<file path="src/include/ieu_settings.svh">
// Execute stage width settings
`ifndef IEU_SETTINGS_SVH
`define IEU_SETTINGS_SVH

// Data word width
`define IEU_DW 32

// Byte address width
`define IEU_AW 32

// Register index width
`define IEU_REG_AW 5

`endif

</file>
<file path="src/verilog/ieu_flow_pkg.sv">
// Execute stage control-flow types
`default_nettype none

`include "ieu_settings.svh"

package ieu_flow_pkg;

   // Kind of speculated control transfer
   typedef enum logic [1:0] {
      br_none   = 2'd0,
      br_jmprel = 2'd1, // Conditional, PC relative
      br_jmpfar = 2'd2  // Register indirect
   } branch_e;

   // Fetch redirect, target is a word address
   typedef struct packed {
      logic                flush;
      logic [`IEU_AW-3:0]  target;
   } redirect_t;

   // Branch predictor update
   typedef struct packed {
      logic                valid;
      logic                jmprel; // Clear for far jumps
      logic                hit;
      logic [`IEU_AW-3:0]  insn_pc;
   } bpu_report_t;

   typedef enum logic {
      fl_idle = 1'b0,
      fl_hold = 1'b1  // Waiting for fetch to ack
   } flush_state_e;

endpackage

`default_nettype wire

</file>
<file path="src/verilog/ieu_isa_pkg.sv">
// Execute stage datapath types
`default_nettype none

`include "ieu_settings.svh"

package ieu_isa_pkg;

   import ieu_flow_pkg::*;

   typedef logic [`IEU_DW-1:0]     word_t;
   typedef logic [`IEU_REG_AW-1:0] reg_addr_t;
   typedef logic [`IEU_AW-3:0]     pc_t;   // Byte address without bits 1:0

   typedef enum logic [3:0] {
      alu_none    = 4'd0,
      alu_add     = 4'd1,
      alu_sub     = 4'd2,
      alu_cmp_eq  = 4'd3,
      alu_cmp_lt  = 4'd4,  // Signed
      alu_cmp_ltu = 4'd5,
      alu_and     = 4'd6,
      alu_or      = 4'd7,
      alu_xor     = 4'd8,
      alu_sll     = 4'd9,
      alu_srl     = 4'd10,
      alu_sra     = 4'd11,
      alu_link    = 4'd12  // Write return address
   } alu_op_e;

   // One decoded instruction as presented by issue
   typedef struct packed {
      word_t      operand_1;
      word_t      operand_2;
      alu_op_e    op;
      logic       wb_en;
      reg_addr_t  wb_addr;
      pc_t        insn_pc;
      branch_e    branch;
      logic       specul_bcc;  // Predicted condition for jmprel
      pc_t        specul_tgt;  // Predicted target
   } issue_t;

endpackage

`default_nettype wire

</file>
<file path="src/verilog/ieu_arith_unit.sv">
// Adder and compare unit
`timescale 1ns/1ps
`default_nettype none

module ieu_arith_unit (
   input  ieu_isa_pkg::issue_t issue,
   output ieu_isa_pkg::word_t  arith_result,
   input  logic                accept,
   output logic                cc_we,
   output logic                cc_nxt
);

   import ieu_isa_pkg::*;

   logic is_cmp;

   always_comb begin
      arith_result = '0;
      cc_nxt       = 1'b0;
      is_cmp       = 1'b0;
      case (issue.op)
         alu_add: arith_result = issue.operand_1 + issue.operand_2;
         alu_sub: arith_result = issue.operand_1 - issue.operand_2;
         alu_cmp_eq: begin
            is_cmp = 1'b1;
            cc_nxt = (issue.operand_1 == issue.operand_2);
         end
         alu_cmp_lt: begin
            is_cmp = 1'b1;
            cc_nxt = ($signed(issue.operand_1) < $signed(issue.operand_2));
         end
         alu_cmp_ltu: begin
            is_cmp = 1'b1;
            cc_nxt = (issue.operand_1 < issue.operand_2);
         end
         default: ;  // Not an adder op
      endcase
   end

   // Flag only changes on a committed compare
   assign cc_we = accept & is_cmp;

endmodule

`default_nettype wire

</file>
<file path="src/verilog/ieu_logic_unit.sv">
// Bitwise and shift unit
`timescale 1ns/1ps
`default_nettype none

`include "ieu_settings.svh"

module ieu_logic_unit (
   input  ieu_isa_pkg::issue_t issue,
   output ieu_isa_pkg::word_t  logic_result
);

   import ieu_isa_pkg::*;

   localparam int shamt_w = $clog2(`IEU_DW);

   logic [shamt_w-1:0] shamt;

   assign shamt = issue.operand_2[shamt_w-1:0]; // Upper bits ignored

   always_comb begin
      case (issue.op)
         alu_and: logic_result = issue.operand_1 & issue.operand_2;
         alu_or:  logic_result = issue.operand_1 | issue.operand_2;
         alu_xor: logic_result = issue.operand_1 ^ issue.operand_2;
         alu_sll: logic_result = issue.operand_1 << shamt;
         alu_srl: logic_result = issue.operand_1 >> shamt;
         // Sign bit fills from the left
         alu_sra: logic_result = word_t'($signed(issue.operand_1) >>> shamt);
         default: logic_result = '0;
      endcase
   end

endmodule

`default_nettype wire

</file>
<file path="src/verilog/ieu_branch_check.sv">
// Speculation check and predictor report
`timescale 1ns/1ps
`default_nettype none

`include "ieu_settings.svh"

module ieu_branch_check (
   input  ieu_isa_pkg::issue_t       issue,
   input  logic                      accept,
   input  logic                      flag_cc,
   output ieu_flow_pkg::redirect_t   raw_redirect,
   output ieu_flow_pkg::bpu_report_t bpu
);

   import ieu_isa_pkg::*;
   import ieu_flow_pkg::*;

   pc_t  jmpfar_tgt;
   logic is_jmprel;
   logic is_jmpfar;
   logic mispredict;

   // Register target, alignment not checked
   assign jmpfar_tgt = issue.operand_1[`IEU_AW-1:2];

   assign is_jmprel = (issue.branch == br_jmprel);
   assign is_jmpfar = (issue.branch == br_jmpfar);

   assign mispredict = accept &
      ((is_jmprel & (issue.specul_bcc != flag_cc)) |
       (is_jmpfar & (issue.specul_tgt != jmpfar_tgt)));

   assign raw_redirect.flush  = mispredict;
   assign raw_redirect.target = is_jmpfar ? jmpfar_tgt :
                                is_jmprel ? issue.specul_tgt : '0;

   assign bpu.valid   = accept & (is_jmprel | is_jmpfar);
   assign bpu.jmprel  = is_jmprel;
   assign bpu.hit     = ~raw_redirect.flush;
   assign bpu.insn_pc = issue.insn_pc;

endmodule

`default_nettype wire

</file>
<file path="src/verilog/ieu_flush_ctrl.sv">
// Flush hold FSM
`timescale 1ns/1ps
`default_nettype none

module ieu_flush_ctrl (
   input  logic                    clk,
   input  logic                    rst_n,
   input  logic                    in_valid,
   output logic                    in_ready,
   output logic                    accept,
   input  ieu_flow_pkg::redirect_t raw_redirect,
   input  logic                    flush_ack,
   output ieu_flow_pkg::redirect_t redirect
);

   import ieu_flow_pkg::*;

   flush_state_e state_q;
   flush_state_e state_d;
   redirect_t    captured_q;
   logic         busy;

   // Ack is seen in the same cycle, so hold ends without a bubble
   assign busy     = (state_q == fl_hold) & ~flush_ack;
   assign in_ready = ~busy;
   assign accept   = in_valid & in_ready;
   assign redirect = busy ? captured_q : raw_redirect;

   always_comb begin
      state_d = state_q;
      case (state_q)
         fl_idle: begin
            // Flush acked in its first cycle needs no hold
            if (raw_redirect.flush && !flush_ack)
               state_d = fl_hold;
         end
         fl_hold: begin
            // Ack belongs to the held flush, a new one starts over
            if (flush_ack)
               state_d = raw_redirect.flush ? fl_hold : fl_idle;
         end
         default: state_d = fl_idle;
      endcase
   end

   always_ff @(posedge clk or negedge rst_n) begin
      if (!rst_n)
         state_q <= fl_idle;
      else
         state_q <= state_d;
   end

   always_ff @(posedge clk) begin
      if (!busy)
         captured_q <= raw_redirect; // Frozen while holding
   end

endmodule

`default_nettype wire

</file>
<file path="src/verilog/ieu_writeback.sv">
// Regfile write port
`timescale 1ns/1ps
`default_nettype none

module ieu_writeback (
   input  ieu_isa_pkg::issue_t    issue,
   input  logic                   accept,
   input  ieu_isa_pkg::word_t     arith_result,
   input  ieu_isa_pkg::word_t     logic_result,
   output logic                   regf_we,
   output ieu_isa_pkg::reg_addr_t regf_addr,
   output ieu_isa_pkg::word_t     regf_din
);

   import ieu_isa_pkg::*;

   word_t link_addr;

   // Address of the instruction after the jump
   assign link_addr = word_t'({issue.insn_pc + 1'b1, 2'b00});

   always_comb begin
      case (issue.op)
         alu_add,
         alu_sub:  regf_din = arith_result;
         alu_and,
         alu_or,
         alu_xor,
         alu_sll,
         alu_srl,
         alu_sra:  regf_din = logic_result;
         alu_link: regf_din = link_addr;
         default:  regf_din = '0;  // Compares write the flag only
      endcase
   end

   assign regf_addr = issue.wb_addr;
   assign regf_we   = accept & issue.wb_en; // Regfile never stalls

endmodule

`default_nettype wire

</file>
<file path="src/verilog/ieu_top.sv">
// Integer execute stage
`timescale 1ns/1ps
`default_nettype none

module ieu_top (
   input  logic                      clk,
   input  logic                      rst_n,
   input  logic                      in_valid,
   input  ieu_isa_pkg::issue_t       issue,
   output logic                      in_ready,
   input  logic                      flag_cc,
   output logic                      cc_we,
   output logic                      cc_nxt,
   output logic                      regf_we,
   output ieu_isa_pkg::reg_addr_t    regf_addr,
   output ieu_isa_pkg::word_t        regf_din,
   output ieu_flow_pkg::redirect_t   redirect,
   input  logic                      flush_ack,
   output ieu_flow_pkg::bpu_report_t bpu
);

   import ieu_isa_pkg::*;
   import ieu_flow_pkg::*;

   logic      accept;
   word_t     arith_result;
   word_t     logic_result;
   redirect_t raw_redirect;  // Before hold

   ieu_arith_unit u_arith (
      .issue        (issue),
      .arith_result (arith_result),
      .accept       (accept),
      .cc_we        (cc_we),
      .cc_nxt       (cc_nxt)
   );

   ieu_logic_unit u_logic (
      .issue        (issue),
      .logic_result (logic_result)
   );

   ieu_branch_check u_branch (
      .issue        (issue),
      .accept       (accept),
      .flag_cc      (flag_cc),
      .raw_redirect (raw_redirect),
      .bpu          (bpu)
   );

   ieu_flush_ctrl u_flush (
      .clk          (clk),
      .rst_n        (rst_n),
      .in_valid     (in_valid),
      .in_ready     (in_ready),
      .accept       (accept),
      .raw_redirect (raw_redirect),
      .flush_ack    (flush_ack),
      .redirect     (redirect)
   );

   ieu_writeback u_wb (
      .issue        (issue),
      .accept       (accept),
      .arith_result (arith_result),
      .logic_result (logic_result),
      .regf_we      (regf_we),
      .regf_addr    (regf_addr),
      .regf_din     (regf_din)
   );

endmodule

`default_nettype wire

</file>
<file path="config.mk">
export PLATFORM = sky130hd
export DESIGN_NAME = ieu_top
export DESIGN_NICKNAME = d
export VERILOG_FILES = /design/src/verilog/ieu_flow_pkg.sv /design/src/verilog/ieu_isa_pkg.sv /design/src/verilog/ieu_arith_unit.sv /design/src/verilog/ieu_logic_unit.sv /design/src/verilog/ieu_branch_check.sv /design/src/verilog/ieu_flush_ctrl.sv /design/src/verilog/ieu_writeback.sv /design/src/verilog/ieu_top.sv
export VERILOG_INCLUDE_DIRS = /design/src /design/src/include
export SDC_FILE = /design/constraint.sdc
export NUM_CORES = 1
export LEC_CHECK = 0
export BUFFER_PORTS_ARGS = -buffer_cell sky130_fd_sc_hd__buf_2
export CORE_MARGIN = 1.5
export CORE_UTILIZATION = 50
export DETAILED_ROUTE_END_ITERATION = 8
export GPL_TIMING_DRIVEN = 0
export PLACE_DENSITY_LB_ADDON = 0.08
export SYNTH_ARGS = -nofsm -noshare
export SYNTH_HDL_FRONTEND = slang
export SYNTH_SLANG_ARGS = --single-unit
</file>
<file path="constraint.sdc">
create_clock -name clk -period 8.75 [get_ports clk]
set_clock_uncertainty 0.05 [all_clocks]
set_input_delay 1.75 -clock clk [delete_from_list [all_inputs] [get_ports clk]]
set_output_delay 1.75 -clock clk [all_outputs]
set_load 0.1 [all_outputs]
</file>
# After elaboration in Yosys (flattened, before gate mapping)
# Cells that the tools add are included.
[totals]
register_bits = 32
out_inout_bits = 105
input_bits = 142
elab_cells = 62
[classes]
n_lt_le_gt_ge = 2
bitwise = 17
n_reduce_logical = 5
n_addsub = 3
shifts = 3
n_mux = 12
n_eq_ne = 17
[ops]
columns = ["op", "n"]
rows = [
  ["one-hot mux 32 bit (6 select lines)", 1],
  ["one-hot mux 32 bit (3 select lines)", 1],
  ["less-than comparator 32 bit", 2],
  ["one-hot mux 32 bit (2 select lines)", 1],
  ["2-to-1 mux 30 bit", 2],
  ["adder 32 bit", 1],
  ["bitwise AND 32 bit", 1],
  ["equality test 32 bit", 1],
  ["OR 32 bit", 1],
  ["left shift 32 x 5 -> 32 bit", 1],
  [">> shifter 32 x 5 -> 32 bit", 1],
  [">>> shifter 32 x 5 -> 32 bit", 1],
  ["subtractor 32 bit", 1],
  ["bitwise XOR 32 bit", 1],
  ["2-to-1 mux 31 bit", 1],
  ["adder 30 x 1 -> 30 bit, second input constant", 1],
  ["!= test 30 bit", 1],
  ["equality test 4 bit, second input constant", 5],
  ["equality test 4 x 3 -> 1 bit, second input constant", 4],
  ["bitwise AND 1 bit", 8],
  ["equality test 4 x 2 -> 1 bit, second input constant", 2],
  ["OR reduction 6 bit", 1],
  ["equality test 4 x 1 -> 1 bit, second input constant", 1],
  ["2-to-1 mux 1 bit", 4],
  ["11 further kinds", 15],
]

# Depth between registers and ports, before layout
[depth]
depth_word = 8
mapped_depth = 16
ltp_nobuf = 12

# By module
# A second synthesis with hierarchy kept.
[unflattened]
cells_unflattened = 1646
hier_area_um2 = 12668.4
[by_module_without_submodules]
columns = ["mod", "seq_area_each_um2", "area_each_um2", "instances", "cells_per_inst"]
rows = [
  ["ieu_logic_unit", 0.0, 5465.2, 1, 670],
  ["ieu_arith_unit", 0.0, 3958.8, 1, 616],
  ["ieu_flush_ctrl", 645.6, 1204.9, 1, 71],
  ["ieu_writeback", 0.0, 1101.1, 1, 167],
  ["ieu_branch_check", 0.0, 938.4, 1, 122],
]

# Worst setup path before layout
# No wires, ideal clock.
[synth_path]
path_type = "input port to output port"
start = "input port issue[75] in the netlist's numbering"
end = "output port regf_din[25]"
t_required_ns = 6.950
stages = 16
n_path_buf = 5
path_slack_ns = 0.270
t_arrival_ns = 6.680
cell_sequence = "clkbuf_1 inv_2 buf_2 buf_2 buf_2 ha_1 buf_4 nand2_1 o211ai_1 o21ai_0 nand2_1 a21boi_0 o21ai_0 a21o_1 o221a_2 o21ai_0"
[synth_between]
elab_chain_len = 3
word_cells_on_any_way = 8
classes_between = "add/sub: 2; shift: 3; mux: 3"
[synth_rtl]
columns = ["element", "line_no", "text"]
rows = [
  ["start: declaration", "ieu_top.sv:9", "input ieu_isa_pkg::issue_t issue,"],
  ["subtractor 32 bit (tied with other cells)", "ieu_arith_unit.sv:23", "alu_sub: arith_result = issue.operand_1 - issue.operand_2;"],
  ["one-hot mux 32 bit (2 select lines) or one-hot mux 32 bit (6 select lines) (tied branches)", "ieu_arith_unit.sv:21, ieu_logic_unit.sv:21", ""],
  ["one-hot mux 32 bit (3 select lines) *", "ieu_writeback.sv:23", "case (issue.op)"],
  ["end: declaration", "ieu_top.sv:16", "output ieu_isa_pkg::word_t regf_din,"],
]
# Every way passes the cells marked *; elsewhere a longest branch is shown, timed or not.

# Worst setup path after layout
# Ends and elaborated chain as after synthesis.

==> impl_summary.txt <==
----------------------------------------------------
[Status]
  Status ... finished, final reports clean

[STA]
  Final-report hold violation count ... 0
  Slew Viols, Final ... 0
  Maximum achievable frequency ... 0.117 GHz
  Actual slew at the worst max-slew pin ... approximately 1300 ps
  Unrepaired setup endpoints after global routing ... no
  Period utilization ... 0.978
  Final count of negative-setup-slack endpoints ... 0
  Crit path time final ... about 8600 ps
  Aggregate negative setup slack ... 0 ps
  Max_slew headroom ... 0.135

[Logic synthesis]
  Synthesis-stage register bit count ... 32
  Share of synthesized area occupied by flip-flops and latches ... 0.0565
  Main combinational cell family by area after synthesis ... compound AO/OA/AOI/OAI gates
  Share of flip-flops with an asynchronous set or reset after synthesis ... 0.0313
  XOR/XNOR share of the synthesized area ... 0.0483
  Post-synth EDFFs ... 0
  Post-synthesis share of cell area spent on and, or, nand and nor gates ... 0.191
  Synthesis Warnings ... 0
  Gate count of the mapped netlist ... between 1,500 and 2,000
  Synthesized area ... around 11,000 sq um
  Average instance area after synthesis ... approximately 6.8 sq um
  Multiplexer share of the synthesized area ... 0.108
  Most instantiated flip-flop cell in the synthesis netlist ... sky130_fd_sc_hd__dfxtp_1
  Syn Nets ... between 1,500 and 2,000
  Fraction of the mapped netlist area in compound gates ... 0.353
  Share of synthesized cell area in full adder, half adder and majority cells ... 0.133
  Yosys cell types ... 82

[Clock network]
  Clock buffer count from CTS ... 5
  Maximum buffer depth of the clock tree ... 2
  Count of hold-fix buffers inserted at cts ... 0
  Clock Sink Count ... 32
  Post-CTS setup buffer count ... 0
  Root Driver ... sky130_fd_sc_hd__clkbuf_16
  Clk slew on worst S/H paths ... roughly 60 ps
  Insertion delay to the later sink of the worst-skew pair ... 280 ps
  Cells resized by post-CTS repair ... 0
  Number of H-tree levels ... 2
  CTS tree ... yes

[Critical path]
  Data arrival time of the worst path ... 6750 ps
  Cell breakdown of the critical path ... buf_2 > clkbuf_1 > inv_2 > buf_2 > buf_2 > buf_2 > ha_1 > buf_4 > nand2_1 > o211ai_1 > o21ai_1 > nand2_1 > a21boi_0 > o21ai_0 > a21o_1 > o221a_2 > o21ai_0 > clkbuf_4
  Sort of element at the end of the critical path ... primary output
  Kind of launch point of the worst setup path ... input port
  Required time of the critical path ... around 7000 ps
  Delay-heaviest family, CP ... buffers and inverters
  Critical-path top delay cell ... sky130_fd_sc_hd__a21boi_0
  Critical path start-end classification ... input port to primary output
  Largest stage delay on the critical path ... approximately 430 ps
  Buffers plus inverters on the worst setup path ... 8
  Dominant cell type by count on the critical path ... sky130_fd_sc_hd__buf_2
  CP Max Fanout ... 11

[Placement]
  Area after detailed placement ... 13,000 sq um
  Gp weighted congestion ... about 1.1
  Half-perimeter wire length after detailed placement ... roughly 50,000 um
  Cell count after placement ... 2,210
  Count of port buffers added during placement ... approximately 240

[Power and ir drop]
  P_leak ... between 6 and 7 nW
  Power per standard cell area ... between 100 and 150 nW/um^2
  Highest ir drop seen on vdd ... roughly 0.00017 V

[Finish]
  Cell Count, Final, Fillers Out ... between 2,000 and 2,500
  Fraction of final layout cells with drive strength greater than 1 ... 0.196
  Cell area after layout ... roughly 13,000 sq um
  Layout area overhead ... 15.1%
  Number of nets in the final layout ... roughly 2,200

[Die]
  Count of boundary I/O pins ... ~250
  Row Count ... between 50 and 60
  Die width ... 154 um
  Standard cell core area ... about 23,000 sq um
  Overall die area ... about 24,000 sq um
  Starting density of the core ... 0.508
  Height of the die ... 154 um

[Detailed routing]
  Post-detailed-route DRC marker count ... 0
  Remaining number of nets flagged by the antenna check after routing ... 0
  Number of violations reported at the end of detailed-routing iteration 0 ... 2,506
  Vias ... roughly 16,000
  Router iterations before antenna repair ... 6
  Wire per inst ... 27.7 um
  Number of vias per cell ... 7.03
  Sum of routed wire length over all layers ... 61,400 um

[GRT]
  Global route total overflow ... 0
  Maximum number of pins on one net before global-route repair ... 12
  Initial antenna violation count ... 1
  First-pass GRT wire length ... 88,800 um
  GRT Util Overall ... 0.494
  Number of global-route vias before repair ... approximately 14,000

[Job]
  Number of maximum-capacitance violations ... 0

[Hold path]
  Class of the worst hold path ... flip-flop to flip-flop

----------------------------------------------------
==> cells in the final DEF, fill, tap and decap left out, types with 20 or more instances in the layout <==
cell type,synthesis,layout
sky130_fd_sc_hd__nand3_1,30,30
sky130_fd_sc_hd__xnor2_1,26,26
sky130_fd_sc_hd__a221oi_1,20,20
sky130_fd_sc_hd__nor2_1,210,210
sky130_fd_sc_hd__o221ai_1,21,21
sky130_fd_sc_hd__buf_2,26,266
sky130_fd_sc_hd__a21oi_1,168,168
sky130_fd_sc_hd__xor2_1,37,37
sky130_fd_sc_hd__nand2_1,118,118
sky130_fd_sc_hd__dfxtp_1,31,31
sky130_fd_sc_hd__mux2i_1,65,65
sky130_fd_sc_hd__o211ai_1,40,40
sky130_fd_sc_hd__a21o_1,24,24
sky130_fd_sc_hd__a22oi_1,51,51
sky130_fd_sc_hd__o21ai_0,104,103
sky130_fd_sc_hd__clkbuf_1,97,98
sky130_fd_sc_hd__mux2_2,20,20
sky130_fd_sc_hd__inv_1,99,99
sky130_fd_sc_hd__a211oi_1,23,23
sky130_fd_sc_hd__buf_4,41,41
sky130_fd_sc_hd__ha_1,118,118
sky130_fd_sc_hd__nor3_1,23,22
==> synthesized netlist by cell type, types with 15 or more instances <==
cell type	n	area, sq um
sky130_fd_sc_hd__a211oi_1	23	173
sky130_fd_sc_hd__a21o_1	24	180
sky130_fd_sc_hd__a21oi_1	168	841
sky130_fd_sc_hd__a221o_1	16	160
sky130_fd_sc_hd__a221oi_1	20	175
sky130_fd_sc_hd__a22oi_1	51	383
sky130_fd_sc_hd__buf_2	26	130
sky130_fd_sc_hd__buf_4	41	308
sky130_fd_sc_hd__clkbuf_1	97	364
sky130_fd_sc_hd__dfxtp_1	31	621
sky130_fd_sc_hd__ha_1	118	1480
sky130_fd_sc_hd__inv_1	99	372
sky130_fd_sc_hd__mux2_2	20	225
sky130_fd_sc_hd__mux2i_1	65	651
sky130_fd_sc_hd__mux4_2	16	360
sky130_fd_sc_hd__nand2_1	118	443
sky130_fd_sc_hd__nand2b_1	15	93.8
sky130_fd_sc_hd__nand3_1	30	150
sky130_fd_sc_hd__nand4_1	15	93.8
sky130_fd_sc_hd__nor2_1	210	788
sky130_fd_sc_hd__nor3_1	23	115
sky130_fd_sc_hd__o211ai_1	40	300
sky130_fd_sc_hd__o21ai_0	104	521
sky130_fd_sc_hd__o221ai_1	21	184
sky130_fd_sc_hd__o22ai_1	18	113
sky130_fd_sc_hd__xnor2_1	26	228
sky130_fd_sc_hd__xor2_1	37	324
==> registers in the layout, summed over array words and instances (netlist names) <==
| signal | count |
|---|---|
| u_flush.captured_q | 31 |
| u_flush.state_q | 1 |
==> routing by layer <==
| layer | wire length [um] | up-vias | part of all wire | track usage |
|---|---|---|---|---|
| li1 | - | 6626 | - | - |
| met1 | 22700 | 7221 | 0.37 | 0.643 |
| met2 | 24500 | 1456 | 0.40 | 0.721 |
| met3 | 9700 | 303 | 0.16 | 0.145 |
| met4 | 4500 | 0 | 0.073 | 0.295 |
| met5 | 0 | - | 0 | 0 |
==> kinds of logic after synthesis <==
family,after synthesis
compound gates,604
xor+xnor,63
fa+ha+maj,120
buf+inv,283
flops,32
mux,101
simple gates,481
==> metrics by stage <==
| step | total power [mW] | worst slack (ps) | hold WS, ps | utilization |
|---|---|---|---|---|
| 2_1_floorplan | 0.989 | 270 | 441 | - |
| 3_3_place_gp | 1.29 | 186 | 420 | 0.577 |
| 3_5_place_dp | 1.30 | 229 | 424 | 0.578 |
| 4_1_cts | 1.47 | 211 | 438 | 0.584 |
| 5_1_grt | 1.56 | 156 | 459 | 0.585 |
| 6_report | 1.52 | 196 | 435 | 0.585 |
==> final timing paths <==
check	slack (ps)	start	cells after the start	endpoint
max	200	issue[75]	18	regf_din[25]
min	440	u_flush.captured_q[13]	2	u_flush.captured_q[13]
max reg2reg	6990	u_flush.state_q	5	u_flush.state_q
min reg2reg	440	u_flush.captured_q[13]	2	u_flush.captured_q[13]
max in group asynchronous	7380	rst_n	1	u_flush.state_q
min in group asynchronous	1180	rst_n	1	u_flush.state_q
==> worst min-delay path: stages (launching register included) <==
cell                      delay, ps
sky130_fd_sc_hd__dfxtp_1        300
sky130_fd_sc_hd__nor2_1          90
sky130_fd_sc_hd__a21oi_1         50
==> where the power goes <==
part	total (mW)	internal [mW]	switching [mW]	leakage [nW]
combinational	1.18	0.288	0.888	5.77
clock	0.179	0.113	0.0652	0.0701
sequential	0.166	0.161	0.00473	0.272
==> area by class of cell <==
| type | instances | area [sq um] |
|---|---|---|
| clock inverters | 1 | 7.51 |
| multi-input cells | 1369 | 9530 |
| plain buffers | 179 | 866 |
| inverters | 104 | 390 |
| diodes | 2 | 5.00 |
| flip-flops and latches | 32 | 646 |
| clock buffers | 7 | 143 |
| fillers | 2168 | 9350 |
| well taps | 285 | 357 |
| repair buffers | 241 | 1210 |
Power figures use the tool's default switching activity.
